--- config.mk ---
export PLATFORM = sky130hd
export DESIGN_NAME = microrocDaqTop
export DESIGN_NICKNAME = d
export VERILOG_FILES = /design/src/hdl/microrocPkg.sv /design/src/hdl/microrocScIf.sv /design/src/hdl/commandRegisters.sv /design/src/hdl/microrocDaqTop.sv /design/src/hdl/modeSwitcher.sv /design/src/hdl/sweepController.sv
export SDC_FILE = /design/constraint.sdc
export NUM_CORES = 1
export LEC_CHECK = 0
export BUFFER_PORTS_ARGS = -buffer_cell sky130_fd_sc_hd__buf_4
export CORE_MARGIN = 2
export CORE_UTILIZATION = 35
export CTS_CLUSTER_SIZE = 8
export DETAILED_ROUTE_END_ITERATION = 8
export PLACE_DENSITY = 0.61
export SLEW_MARGIN = 10
export SYNTH_ARGS = -nofsm -noshare
export SYNTH_HDL_FRONTEND = slang
export SYNTH_SLANG_ARGS = --single-unit
--- constraint.sdc ---
create_clock -name clk -period 4.4 [get_ports clk]
set_input_delay 0.22 -clock clk [delete_from_list [all_inputs] [get_ports clk]]
set_output_delay 0.22 -clock clk [all_outputs]
set_load 0.02 [all_outputs]
--- src/hdl/microrocPkg.sv ---
package microrocPkg;

    ////////////////////////////////////////
    // Widths
    ////////////////////////////////////////
    localparam int DacWidth    = 10;
    localparam int DataWidth   = 16;
    localparam int WbAddrWidth = 4;
    localparam int ChanWidth   = 7;
    localparam int DiscriWidth = 2;

    // Cycles from a load pulse to the window
    localparam int SettleCycles = 4;

    // Top bits of a header word, above the DAC value
    localparam logic [DataWidth-DacWidth-1:0] HeaderMarker = 6'b101010;

    ////////////////////////////////////////
    // Register map
    ////////////////////////////////////////
    localparam logic [WbAddrWidth-1:0] RegControl    = 4'd0;
    localparam logic [WbAddrWidth-1:0] RegDac0       = 4'd1;
    localparam logic [WbAddrWidth-1:0] RegDac1       = 4'd2;
    localparam logic [WbAddrWidth-1:0] RegDac2       = 4'd3;
    localparam logic [WbAddrWidth-1:0] RegMask       = 4'd4;
    localparam logic [WbAddrWidth-1:0] RegCTest      = 4'd5;
    localparam logic [WbAddrWidth-1:0] RegSweepStart = 4'd6;
    localparam logic [WbAddrWidth-1:0] RegSweepStop  = 4'd7;
    localparam logic [WbAddrWidth-1:0] RegSweepStep  = 4'd8;
    localparam logic [WbAddrWidth-1:0] RegWindow     = 4'd9;
    localparam logic [WbAddrWidth-1:0] RegStatus     = 4'd10;
    localparam logic [WbAddrWidth-1:0] RegScLoad     = 4'd11;

    // Bit positions in control and status words
    localparam int CtrlRunBit         = 2;
    localparam int CtrlScOrReadregBit = 3;
    localparam int StatusBusyBit      = 0;
    localparam int StatusDoneBit      = 1;

    typedef enum logic [1:0] {
        AcqMode      = 2'd0,
        SCurveMode   = 2'd1,
        SweepAcqMode = 2'd2,
        NoneMode     = 2'd3
    } modeT;

    typedef enum logic [2:0] {
        Idle, Load, Settle, Window, Header, Count, Next
    } sweepStateT;

endpackage

--- src/hdl/microrocScIf.sv ---
`timescale 1ns/1ps

interface microrocScIf;
    import microrocPkg::*;

    logic [DacWidth-1:0]    dac0;
    logic [DacWidth-1:0]    dac1;
    logic [DacWidth-1:0]    dac2;
    logic [ChanWidth-1:0]   channelMask;
    logic [DiscriWidth-1:0] discriMask;
    logic [ChanWidth-1:0]   cTestChannel;
    // One-cycle parameter load strobe
    logic                   scLoad;

    // Register file side
    modport source (
        output dac0, dac1, dac2, channelMask, discriMask, cTestChannel, scLoad
    );

    // Mode switcher side
    modport sink (
        input dac0, dac1, dac2, channelMask, discriMask, cTestChannel, scLoad
    );

endinterface

--- src/hdl/commandRegisters.sv ---
`timescale 1ns/1ps

module commandRegisters (
    input  logic                                clk,
    input  logic                                rstN,
    // Wishbone classic slave
    input  logic [microrocPkg::WbAddrWidth-1:0] wbAdr,
    input  logic [microrocPkg::DataWidth-1:0]   wbDatI,
    output logic [microrocPkg::DataWidth-1:0]   wbDatO,
    input  logic                                wbWe,
    input  logic                                wbStb,
    input  logic                                wbCyc,
    output logic                                wbAck,
    // Run control
    output microrocPkg::modeT                   mode,
    output logic                                run,
    output logic                                scOrReadreg,
    microrocScIf.source                         usbSc,
    // Sweep setup
    output logic [microrocPkg::DacWidth-1:0]    sweepStart,
    output logic [microrocPkg::DacWidth-1:0]    sweepStop,
    output logic [microrocPkg::DacWidth-1:0]    sweepStep,
    output logic [microrocPkg::DataWidth-1:0]   window,
    output logic                                sweepGo,
    input  logic                                busy
);
    import microrocPkg::*;

    logic                 reqNew;
    logic                 wrEn;
    logic                 busyQ;
    logic                 done;
    logic [DataWidth-1:0] readMux;

    // Fresh request, not yet acknowledged
    assign reqNew = wbCyc && wbStb && !wbAck;
    assign wrEn   = reqNew && wbWe;

    always_comb begin
        readMux = '0;
        case (wbAdr)
            RegControl: begin
                readMux[1:0]               = mode;
                readMux[CtrlRunBit]        = run;
                readMux[CtrlScOrReadregBit] = scOrReadreg;
            end
            RegDac0:       readMux[DacWidth-1:0] = usbSc.dac0;
            RegDac1:       readMux[DacWidth-1:0] = usbSc.dac1;
            RegDac2:       readMux[DacWidth-1:0] = usbSc.dac2;
            RegMask: begin
                readMux[ChanWidth-1:0]                     = usbSc.channelMask;
                readMux[ChanWidth+DiscriWidth-1:ChanWidth] = usbSc.discriMask;
            end
            RegCTest:      readMux[ChanWidth-1:0] = usbSc.cTestChannel;
            RegSweepStart: readMux[DacWidth-1:0] = sweepStart;
            RegSweepStop:  readMux[DacWidth-1:0] = sweepStop;
            RegSweepStep:  readMux[DacWidth-1:0] = sweepStep;
            RegWindow:     readMux = window;
            RegStatus: begin
                readMux[StatusBusyBit] = busy;
                readMux[StatusDoneBit] = done;
            end
            default:       readMux = '0;
        endcase
    end

    ////////////////////////////////////////
    // Register file and strobes
    ////////////////////////////////////////
    always_ff @(posedge clk or negedge rstN) begin
        if (!rstN) begin
            wbAck              <= 1'b0;
            mode               <= AcqMode;
            run                <= 1'b0;
            scOrReadreg        <= 1'b0;
            usbSc.dac0         <= '0;
            usbSc.dac1         <= '0;
            usbSc.dac2         <= '0;
            usbSc.channelMask  <= '0;
            usbSc.discriMask   <= '0;
            usbSc.cTestChannel <= '0;
            usbSc.scLoad       <= 1'b0;
            sweepStart         <= '0;
            sweepStop          <= '0;
            sweepStep          <= '0;
            window             <= '0;
            sweepGo            <= 1'b0;
            busyQ              <= 1'b0;
            done               <= 1'b0;
        end else begin
            wbAck        <= reqNew;
            usbSc.scLoad <= 1'b0;
            sweepGo      <= 1'b0;
            busyQ        <= busy;
            // Falling busy marks the end of a sweep
            if (busyQ && !busy) begin
                done <= 1'b1;
            end
            if (sweepGo) begin
                done <= 1'b0;
            end
            if (wrEn) begin
                case (wbAdr)
                    RegControl: begin
                        mode        <= modeT'(wbDatI[1:0]);
                        run         <= wbDatI[CtrlRunBit];
                        scOrReadreg <= wbDatI[CtrlScOrReadregBit];
                        sweepGo     <= wbDatI[CtrlRunBit] &&
                                       (wbDatI[1:0] == SCurveMode ||
                                        wbDatI[1:0] == SweepAcqMode);
                    end
                    RegDac0:       usbSc.dac0 <= wbDatI[DacWidth-1:0];
                    RegDac1:       usbSc.dac1 <= wbDatI[DacWidth-1:0];
                    RegDac2:       usbSc.dac2 <= wbDatI[DacWidth-1:0];
                    RegMask: begin
                        usbSc.channelMask <= wbDatI[ChanWidth-1:0];
                        usbSc.discriMask  <= wbDatI[ChanWidth+DiscriWidth-1:ChanWidth];
                    end
                    RegCTest:      usbSc.cTestChannel <= wbDatI[ChanWidth-1:0];
                    RegSweepStart: sweepStart <= wbDatI[DacWidth-1:0];
                    RegSweepStop:  sweepStop <= wbDatI[DacWidth-1:0];
                    RegSweepStep:  sweepStep <= wbDatI[DacWidth-1:0];
                    RegWindow:     window <= wbDatI;
                    RegScLoad:     usbSc.scLoad <= 1'b1;
                    default:       ;
                endcase
            end
        end
    end

    // Read data lands together with the ack
    always_ff @(posedge clk) begin
        if (reqNew) begin
            wbDatO <= readMux;
        end
    end

    ackOnlyOnRequest: assert property (@(posedge clk) disable iff (!rstN)
        $rose(wbAck) |-> $past(wbCyc && wbStb));

endmodule

--- src/hdl/microrocDaqTop.sv ---
`timescale 1ns/1ps

module microrocDaqTop (
    input  logic                                clk,
    input  logic                                rstN,
    // Host Wishbone port
    input  logic [microrocPkg::WbAddrWidth-1:0] wbAdr,
    input  logic [microrocPkg::DataWidth-1:0]   wbDatI,
    output logic [microrocPkg::DataWidth-1:0]   wbDatO,
    input  logic                                wbWe,
    input  logic                                wbStb,
    input  logic                                wbCyc,
    output logic                                wbAck,
    // ASIC and USB side
    input  logic                                trigger,
    input  logic [microrocPkg::DataWidth-1:0]   microrocAcqData,
    input  logic                                microrocAcqDataEn,
    input  logic                                usbFifoFull,
    output logic [microrocPkg::DacWidth-1:0]    outDac0,
    output logic [microrocPkg::DacWidth-1:0]    outDac1,
    output logic [microrocPkg::DacWidth-1:0]    outDac2,
    output logic [microrocPkg::ChanWidth-1:0]   outChannelMask,
    output logic [microrocPkg::DiscriWidth-1:0] outDiscriMask,
    output logic [microrocPkg::ChanWidth-1:0]   outCTestChannel,
    output logic                                outScLoad,
    output logic                                outScOrReadreg,
    output logic                                usbStartStop,
    output logic                                microrocAcqStartStop,
    output logic [microrocPkg::DataWidth-1:0]   usbFifoData,
    output logic                                usbFifoDataEn,
    output logic [microrocPkg::DataWidth-1:0]   parallelData,
    output logic                                parallelDataEn
);
    import microrocPkg::*;

    modeT                 mode;
    logic                 run;
    logic                 scOrReadreg;
    logic [DacWidth-1:0]  sweepStart;
    logic [DacWidth-1:0]  sweepStop;
    logic [DacWidth-1:0]  sweepStep;
    logic [DataWidth-1:0] window;
    logic                 sweepGo;
    logic                 busy;
    logic [DacWidth-1:0]  sweepDac0;
    logic                 sweepScLoad;
    logic                 sweepAcqStartStop;
    logic [DataWidth-1:0] sweepData;
    logic                 sweepDataEn;

    // Host slow-control set
    microrocScIf usbScIf ();

    commandRegisters cmdRegs0 (
        .clk, .rstN, .wbAdr, .wbDatI, .wbDatO, .wbWe, .wbStb, .wbCyc, .wbAck,
        .mode, .run, .scOrReadreg,
        .usbSc      (usbScIf.source),
        .sweepStart, .sweepStop, .sweepStep, .window, .sweepGo, .busy
    );

    sweepController sweep0 (
        .clk, .rstN, .mode, .sweepGo,
        .sweepStart, .sweepStop, .sweepStep, .window,
        .trigger, .usbFifoFull,
        .sweepDac0, .sweepScLoad, .sweepAcqStartStop,
        .sweepData, .sweepDataEn, .busy
    );

    modeSwitcher switcher0 (
        .mode, .run, .scOrReadreg, .busy,
        .usbSc      (usbScIf.sink),
        .sweepDac0, .sweepScLoad, .sweepAcqStartStop, .sweepData, .sweepDataEn,
        .microrocAcqData, .microrocAcqDataEn,
        .outDac0, .outDac1, .outDac2,
        .outChannelMask, .outDiscriMask, .outCTestChannel,
        .outScLoad, .outScOrReadreg,
        .usbStartStop, .microrocAcqStartStop,
        .usbFifoData, .usbFifoDataEn, .parallelData, .parallelDataEn
    );

endmodule

--- src/hdl/modeSwitcher.sv ---
`timescale 1ns/1ps

module modeSwitcher (
    input  microrocPkg::modeT                   mode,
    input  logic                                run,
    input  logic                                scOrReadreg,
    input  logic                                busy,
    microrocScIf.sink                           usbSc,
    // Sweep controller side
    input  logic [microrocPkg::DacWidth-1:0]    sweepDac0,
    input  logic                                sweepScLoad,
    input  logic                                sweepAcqStartStop,
    input  logic [microrocPkg::DataWidth-1:0]   sweepData,
    input  logic                                sweepDataEn,
    // ASIC readout
    input  logic [microrocPkg::DataWidth-1:0]   microrocAcqData,
    input  logic                                microrocAcqDataEn,
    // Slow control towards the ASIC
    output logic [microrocPkg::DacWidth-1:0]    outDac0,
    output logic [microrocPkg::DacWidth-1:0]    outDac1,
    output logic [microrocPkg::DacWidth-1:0]    outDac2,
    output logic [microrocPkg::ChanWidth-1:0]   outChannelMask,
    output logic [microrocPkg::DiscriWidth-1:0] outDiscriMask,
    output logic [microrocPkg::ChanWidth-1:0]   outCTestChannel,
    output logic                                outScLoad,
    output logic                                outScOrReadreg,
    // Start/stop and data streams
    output logic                                usbStartStop,
    output logic                                microrocAcqStartStop,
    output logic [microrocPkg::DataWidth-1:0]   usbFifoData,
    output logic                                usbFifoDataEn,
    output logic [microrocPkg::DataWidth-1:0]   parallelData,
    output logic                                parallelDataEn
);
    import microrocPkg::*;

    always_comb begin
        // Host-driven routing, the base for every mode
        outDac0              = usbSc.dac0;
        outDac1              = usbSc.dac1;
        outDac2              = usbSc.dac2;
        outChannelMask       = usbSc.channelMask;
        outDiscriMask        = usbSc.discriMask;
        outCTestChannel      = usbSc.cTestChannel;
        outScLoad            = usbSc.scLoad;
        outScOrReadreg       = scOrReadreg;
        usbStartStop         = run;
        microrocAcqStartStop = run;
        usbFifoData          = microrocAcqData;
        usbFifoDataEn        = microrocAcqDataEn;
        parallelData         = '0;
        parallelDataEn       = 1'b0;
        case (mode)
            AcqMode, NoneMode: ;
            SCurveMode, SweepAcqMode: begin
                // Sweep owns DAC0 and the load strobe
                outDac0              = sweepDac0;
                outScLoad            = sweepScLoad;
                outScOrReadreg       = 1'b0;
                usbStartStop         = busy;
                microrocAcqStartStop = 1'b0;
                usbFifoData          = sweepData;
                usbFifoDataEn        = sweepDataEn;
                if (mode == SweepAcqMode) begin
                    microrocAcqStartStop = sweepAcqStartStop;
                    parallelData         = microrocAcqData;
                    parallelDataEn       = microrocAcqDataEn;
                end
            end
            default: ;
        endcase
        parallelOnlyInSweepAcq: assert (!parallelDataEn || mode == SweepAcqMode);
    end

endmodule

--- src/hdl/sweepController.sv ---
`timescale 1ns/1ps

module sweepController (
    input  logic                              clk,
    input  logic                              rstN,
    input  microrocPkg::modeT                 mode,
    input  logic                              sweepGo,
    input  logic [microrocPkg::DacWidth-1:0]  sweepStart,
    input  logic [microrocPkg::DacWidth-1:0]  sweepStop,
    input  logic [microrocPkg::DacWidth-1:0]  sweepStep,
    input  logic [microrocPkg::DataWidth-1:0] window,
    input  logic                              trigger,
    input  logic                              usbFifoFull,
    output logic [microrocPkg::DacWidth-1:0]  sweepDac0,
    output logic                              sweepScLoad,
    output logic                              sweepAcqStartStop,
    output logic [microrocPkg::DataWidth-1:0] sweepData,
    output logic                              sweepDataEn,
    output logic                              busy
);
    import microrocPkg::*;

    sweepStateT           state;
    modeT                 modeQ;
    logic [DataWidth-1:0] cycleCnt;
    logic [DataWidth-1:0] trigCount;
    logic [DacWidth-1:0]  stepEff;
    logic [DacWidth:0]    nextDac;
    logic                 wordState;

    // A zero step would never finish
    assign stepEff = (sweepStep == '0) ? DacWidth'(1) : sweepStep;
    // Extra bit catches 10-bit overflow
    assign nextDac = {1'b0, sweepDac0} + {1'b0, stepEff};

    assign busy              = (state != Idle);
    assign sweepAcqStartStop = (state == Window) && (modeQ == SweepAcqMode);
    assign wordState         = (state == Header) || (state == Count);
    assign sweepDataEn       = wordState && !usbFifoFull;
    assign sweepData         = (state == Count) ? trigCount : {HeaderMarker, sweepDac0};

    ////////////////////////////////////////
    // Step sequencer
    ////////////////////////////////////////
    always_ff @(posedge clk or negedge rstN) begin
        if (!rstN) begin
            state       <= Idle;
            modeQ       <= AcqMode;
            sweepDac0   <= '0;
            sweepScLoad <= 1'b0;
            cycleCnt    <= '0;
            trigCount   <= '0;
        end else begin
            sweepScLoad <= 1'b0;
            case (state)
                Idle: begin
                    if (sweepGo) begin
                        modeQ       <= mode;
                        sweepDac0   <= sweepStart;
                        sweepScLoad <= 1'b1;
                        state       <= Load;
                    end
                end
                Load: begin
                    cycleCnt  <= '0;
                    trigCount <= '0;
                    state     <= Settle;
                end
                Settle: begin
                    if (cycleCnt == DataWidth'(SettleCycles - 1)) begin
                        cycleCnt <= '0;
                        state    <= Window;
                    end else begin
                        cycleCnt <= cycleCnt + 1'b1;
                    end
                end
                Window: begin
                    // Saturating trigger count
                    if (modeQ == SCurveMode && trigger && trigCount != '1) begin
                        trigCount <= trigCount + 1'b1;
                    end
                    if (cycleCnt + 1 >= window) begin
                        state <= Header;
                    end else begin
                        cycleCnt <= cycleCnt + 1'b1;
                    end
                end
                Header: begin
                    if (!usbFifoFull) begin
                        if (modeQ == SCurveMode) begin
                            state <= Count;
                        end else begin
                            state <= Next;
                        end
                    end
                end
                Count: begin
                    if (!usbFifoFull) begin
                        state <= Next;
                    end
                end
                Next: begin
                    if (nextDac > {1'b0, sweepStop}) begin
                        state <= Idle;
                    end else begin
                        sweepDac0   <= nextDac[DacWidth-1:0];
                        sweepScLoad <= 1'b1;
                        state       <= Load;
                    end
                end
                default: state <= Idle;
            endcase
        end
    end

    // A blocked word waits unchanged for the FIFO
    holdWordWhileFull: assert property (@(posedge clk) disable iff (!rstN)
        wordState && usbFifoFull |=> $stable(state) && $stable(sweepData));

    loadOnlyInLoad: assert property (@(posedge clk) disable iff (!rstN)
        sweepScLoad |-> state == Load);

endmodule

==> summary.md <==
| Metric | Value |
|---|---|
| Crit path capture | sweep0.sweepDac0[0] |
| Top layer used by detailed routing | met5 |
| Worst endpoint required time | approximately 4700 ps |
| Element type at the critical path end | flip-flop |
| Unique masters post-synth | 72 |
| Final wirelength | 28200 um |
| Remaining antenna violation count after routing | 0 |
| CP max FO | 11 |
| Share of layout cells above drive strength 1 | 0.304 |
| FF/Latch Area | 4210 um^2 |
| Die W | about 170 um |
| Metal3 WL | 2120 um |
| Reg-to-reg startpoint | cmdRegs0.sweepStep[7] |
| Mapped cell area | roughly 9400 um^2 |
| Slew margin rel. | 0.375 |
| Worst-path clk slew | around 80 ps |
| CTS Buf Count | 17 |
| Metal2 WL | around 12000 um |
| Max-Cap Viols | 0 |
| Largest family of logic cells by synthesized area | simple AND/OR/NAND/NOR gates |
| Yosys warning count | 0 |
| Drt drc | 0 |
| Slowest stage delay, CP | 440 ps |
| Clock Tree Root | clkbuf_16 |
| Number of buffers and inverters on the critical path | 1 |
| Critical path type | reg2reg |
| Die Span Y | 168 um |
| Antenna violations before repair | 2 |
| TritonRoute pass-1 iters | 9 |
| Die ar. | about 28000 um^2 |
| Skew-Pair Late Insertion Delay | between 400 and 500 ps |
| FF-to-FF path depth | 16 |
| Met1 WL | 13200 um |
| Initial DRC count | slightly below 700 |
| Core box area | 26700 um^2 |
| # setup viols final | 0 |
| Gate count of the mapped netlist | ~920 |
| Critical path arrival | approximately 4300 ps |
| Total number of vias | ~7700 |
| Syn nets | between 1000 and 1500 |
| Synth Register Bits | ~170 |
| Final Hold Viols | 0 |
| Register area share after synthesis | 0.447 |
| Starting Density | 0.353 |
| Total track usage | 0.200 |
| Post-synth EDFFs | 16 |
| Largest net degree at the start of global routing | roughly 90 |
| Post-layout util | 0.431 |
| Synth Area in XOR/XNOR | 0.0335 |
| Syn avg cell area | 10.3 um^2 |
| Post-Synth Simple-Gate Area | 0.144 |
| Worst path top cell family by delay | compound AO/OA/AOI/OAI gates |
| DR WL/cell | a little over 20 um |
| CTS max path bufs | 2 |
| Hold Crit Class | in2reg |
| Slowest stage cell on the critical path | fa_1 |
| Minimum clock period | 4010 ps |
| Multi-input logic area | approximately 4800 um^2 |
| TritonCTS clock tree | done |
| Overflow after GRT | 0 |
| P per Cell Area | around 460 nW/um^2 |
| Asr flop ratio synth | 0.903 |
| Ys flop type | dfrtp_1 |
| Most used cell, CP | ha_1 |
| Reg-to-reg slack, setup | 390 ps |
| Stages on the worst setup path | 16 |
| Max IR drop VDD | approximately 0.26 mV |
| Setup TNS Final | 0 ps |
| # fillers | around 2600 |
| Mux share of post-synthesis cell area | 0.136 |
| Worst Setup SP | cmdRegs0.sweepStep[7] |
| Peak Freq | roughly 0.25 GHz |
| DP HPWL | about 21000 um |
| Post-synthesis adder-cell area fraction | 0.0540 |
| Worst R2R End | sweep0.sweepDac0[0] |
| First-pass GRT wire length | approximately 43000 um |
| Vias in the first global route | ~7400 |
| IO Port Bufs | 144 |
| Antenna cells | 0 |
| Cell Chain, Critical Path | nor3_1 > a31o_2 > ha_1 > fa_1 > a211oi_2 > o21bai_1 > a21oi_1 > xnor2_1 > ha_1 > nand3_1 > o22ai_1 > nor3b_1 > a221o_1 > a21boi_0 > buf_4 > mux2_2 |
| Fin. max-slew vios | 0 |
| Num rows | 60 |
| Fin nets | 1131 |
| Fin crit share | 0.911 |
| RSZ-0062 raised after global routing | no |
| Synth Area in Compound Gates | 0.139 |
| Setup Skew | approximately 15 ps |
| Vias per inst | 5.47 |
| Startpoint Class | flip-flop |
| Area grow syn2layout | 22.0% |
| H-tree levels | 4 |
| Leak pwr | 5.43 nW |
| Slew of the pin with the lowest slew margin | 933 ps |
| Routability congestion estimate | between 0.8 and 0.9 |
| CTS sink count | between 150 and 200 |
| Io pins | between 100 and 150 |
| Status | complete, no violations |
-- how the worst min path moves through the flow --
stage / cells after the start / start / end
6_report: 3 / wbDatI[8] / cmdRegs0.window[8]
5_1_grt: 3 / wbDatI[8] / cmdRegs0.window[8]
4_1_cts: 3 / wbDatI[6] / cmdRegs0.window[6]
3_5_place_dp: 1 / rstN / sweep0.trigCount[14]
3_3_place_gp: 1 / rstN / sweep0.trigCount[14]
2_1_floorplan: 0 / rstN / cmdRegs0.busyQ
-- cell usage in the layout, fill, tap and decap left out, types with 4 or more instances in the layout --
master,count
nor3b_1,7
o22ai_1,8
nor3_1,18
a22o_1,4
o21ai_2,6
nor2b_1,7
nand3_1,33
nand2b_1,9
xnor2_1,25
xor2_1,11
edfxtp_1,16
dlygate4sd3_1,7
nor4_1,4
ha_1,39
and3_1,8
nor2_1,44
mux2i_1,15
nand2_1,83
dfrtp_1,149
a222oi_1,8
o211ai_1,5
a22oi_1,23
inv_1,50
o31ai_2,4
and2_1,19
buf_4,158
clkbuf_16,18
inv_8,6
a211oi_1,10
a21o_1,5
mux2_2,100
o21ai_0,56
a221o_1,4
nor3_2,5
nand4_1,15
a21oi_1,25
-- sequential cells by signal, indices dropped and copies added (netlist names), 16 cells and up --
| name | flops |
|---|---|
| cmdRegs0.wbDatO | 16 |
| cmdRegs0.window | 16 |
| sweep0.cycleCnt | 16 |
| sweep0.trigCount | 16 |
-- area by class of cell --
type | instances | area share
clock buffer | 18 | 0.0392
timing repair buffer | 166 | 0.110
inverter | 50 | 0.0163
tap | 341 | 0.0372
clock inverter | 14 | 0.0145
sequential | 165 | 0.367
multi-input combinational | 647 | 0.416
-- cell usage after synthesis (23+ instances only) --
cell | n | share of area
o21ai_0 | 56 | 0.030
xnor2_1 | 25 | 0.023
clkbuf_1 | 35 | 0.014
a21oi_1 | 25 | 0.013
inv_1 | 50 | 0.020
dfrtp_1 | 149 | 0.40
nand3_1 | 33 | 0.018
a22oi_1 | 23 | 0.018
ha_1 | 39 | 0.052
mux2_2 | 100 | 0.12
nor2_1 | 45 | 0.018
nand2_1 | 83 | 0.033
-- kinds of logic after synthesis --
group / after synthesis
and+or+nand+nor: 268
AOI/OAI and AO/OA: 188
DFF: 165
adders and majority gates: 40
xor gates and xnor gates: 36
buffers and inverters: 106
muxes: 115
-- power breakdown --
part           internal (mW)  switching (mW)  total [mW]
sequential              1.73           0.251        1.98
combinational          0.701            1.04        1.74
clock                  0.807           0.754        1.56
-- metal layers --
layer / up-vias / GRT usage
li1: 3571 / -
met1: 3781 / 0.291
met2: 275 / 0.303
met3: 31 / 0.0463
met4: 2 / 0.0491
met5: - / 0
-- worst min-delay path, cell delays in order --
cell and delay, ps:
buf_4 140, nand2_1 60, o21ai_0 60
-- stage by stage --
| stage | cell area, um^2 | instances | power (mW) | hold slack [ps] | worst slack, ps |
|---|---|---|---|---|---|
| 2_1_floorplan | 9410 | 918 | 3.13 | -75.6 | 615 |
| 6_report | 11500 | 1401 | 5.28 | 77.6 | 394 |
| 5_1_grt | 11500 | 1401 | 5.56 | 92.0 | 67.5 |
| 3_3_place_gp | 10800 | 1362 | 3.72 | 362 | 482 |
| 4_1_cts | 11500 | 1401 | 5.30 | 64.1 | 336 |
| 3_5_place_dp | 10800 | 1362 | 3.73 | 363 | 380 |
-- repair_timing --
| item | 4_1_cts | 5_1_grt |
|---|---|---|
| gates resized for setup | 0 | 1 |
| hold buffers | 7 | 0 |
| setup endpoints to repair | 0 | 9 |
| hold endpoints to repair | 92 | 0 |
| buffers inserted | 0 | 0 |
No activity file was read; power rests on OpenSTA's default activity.
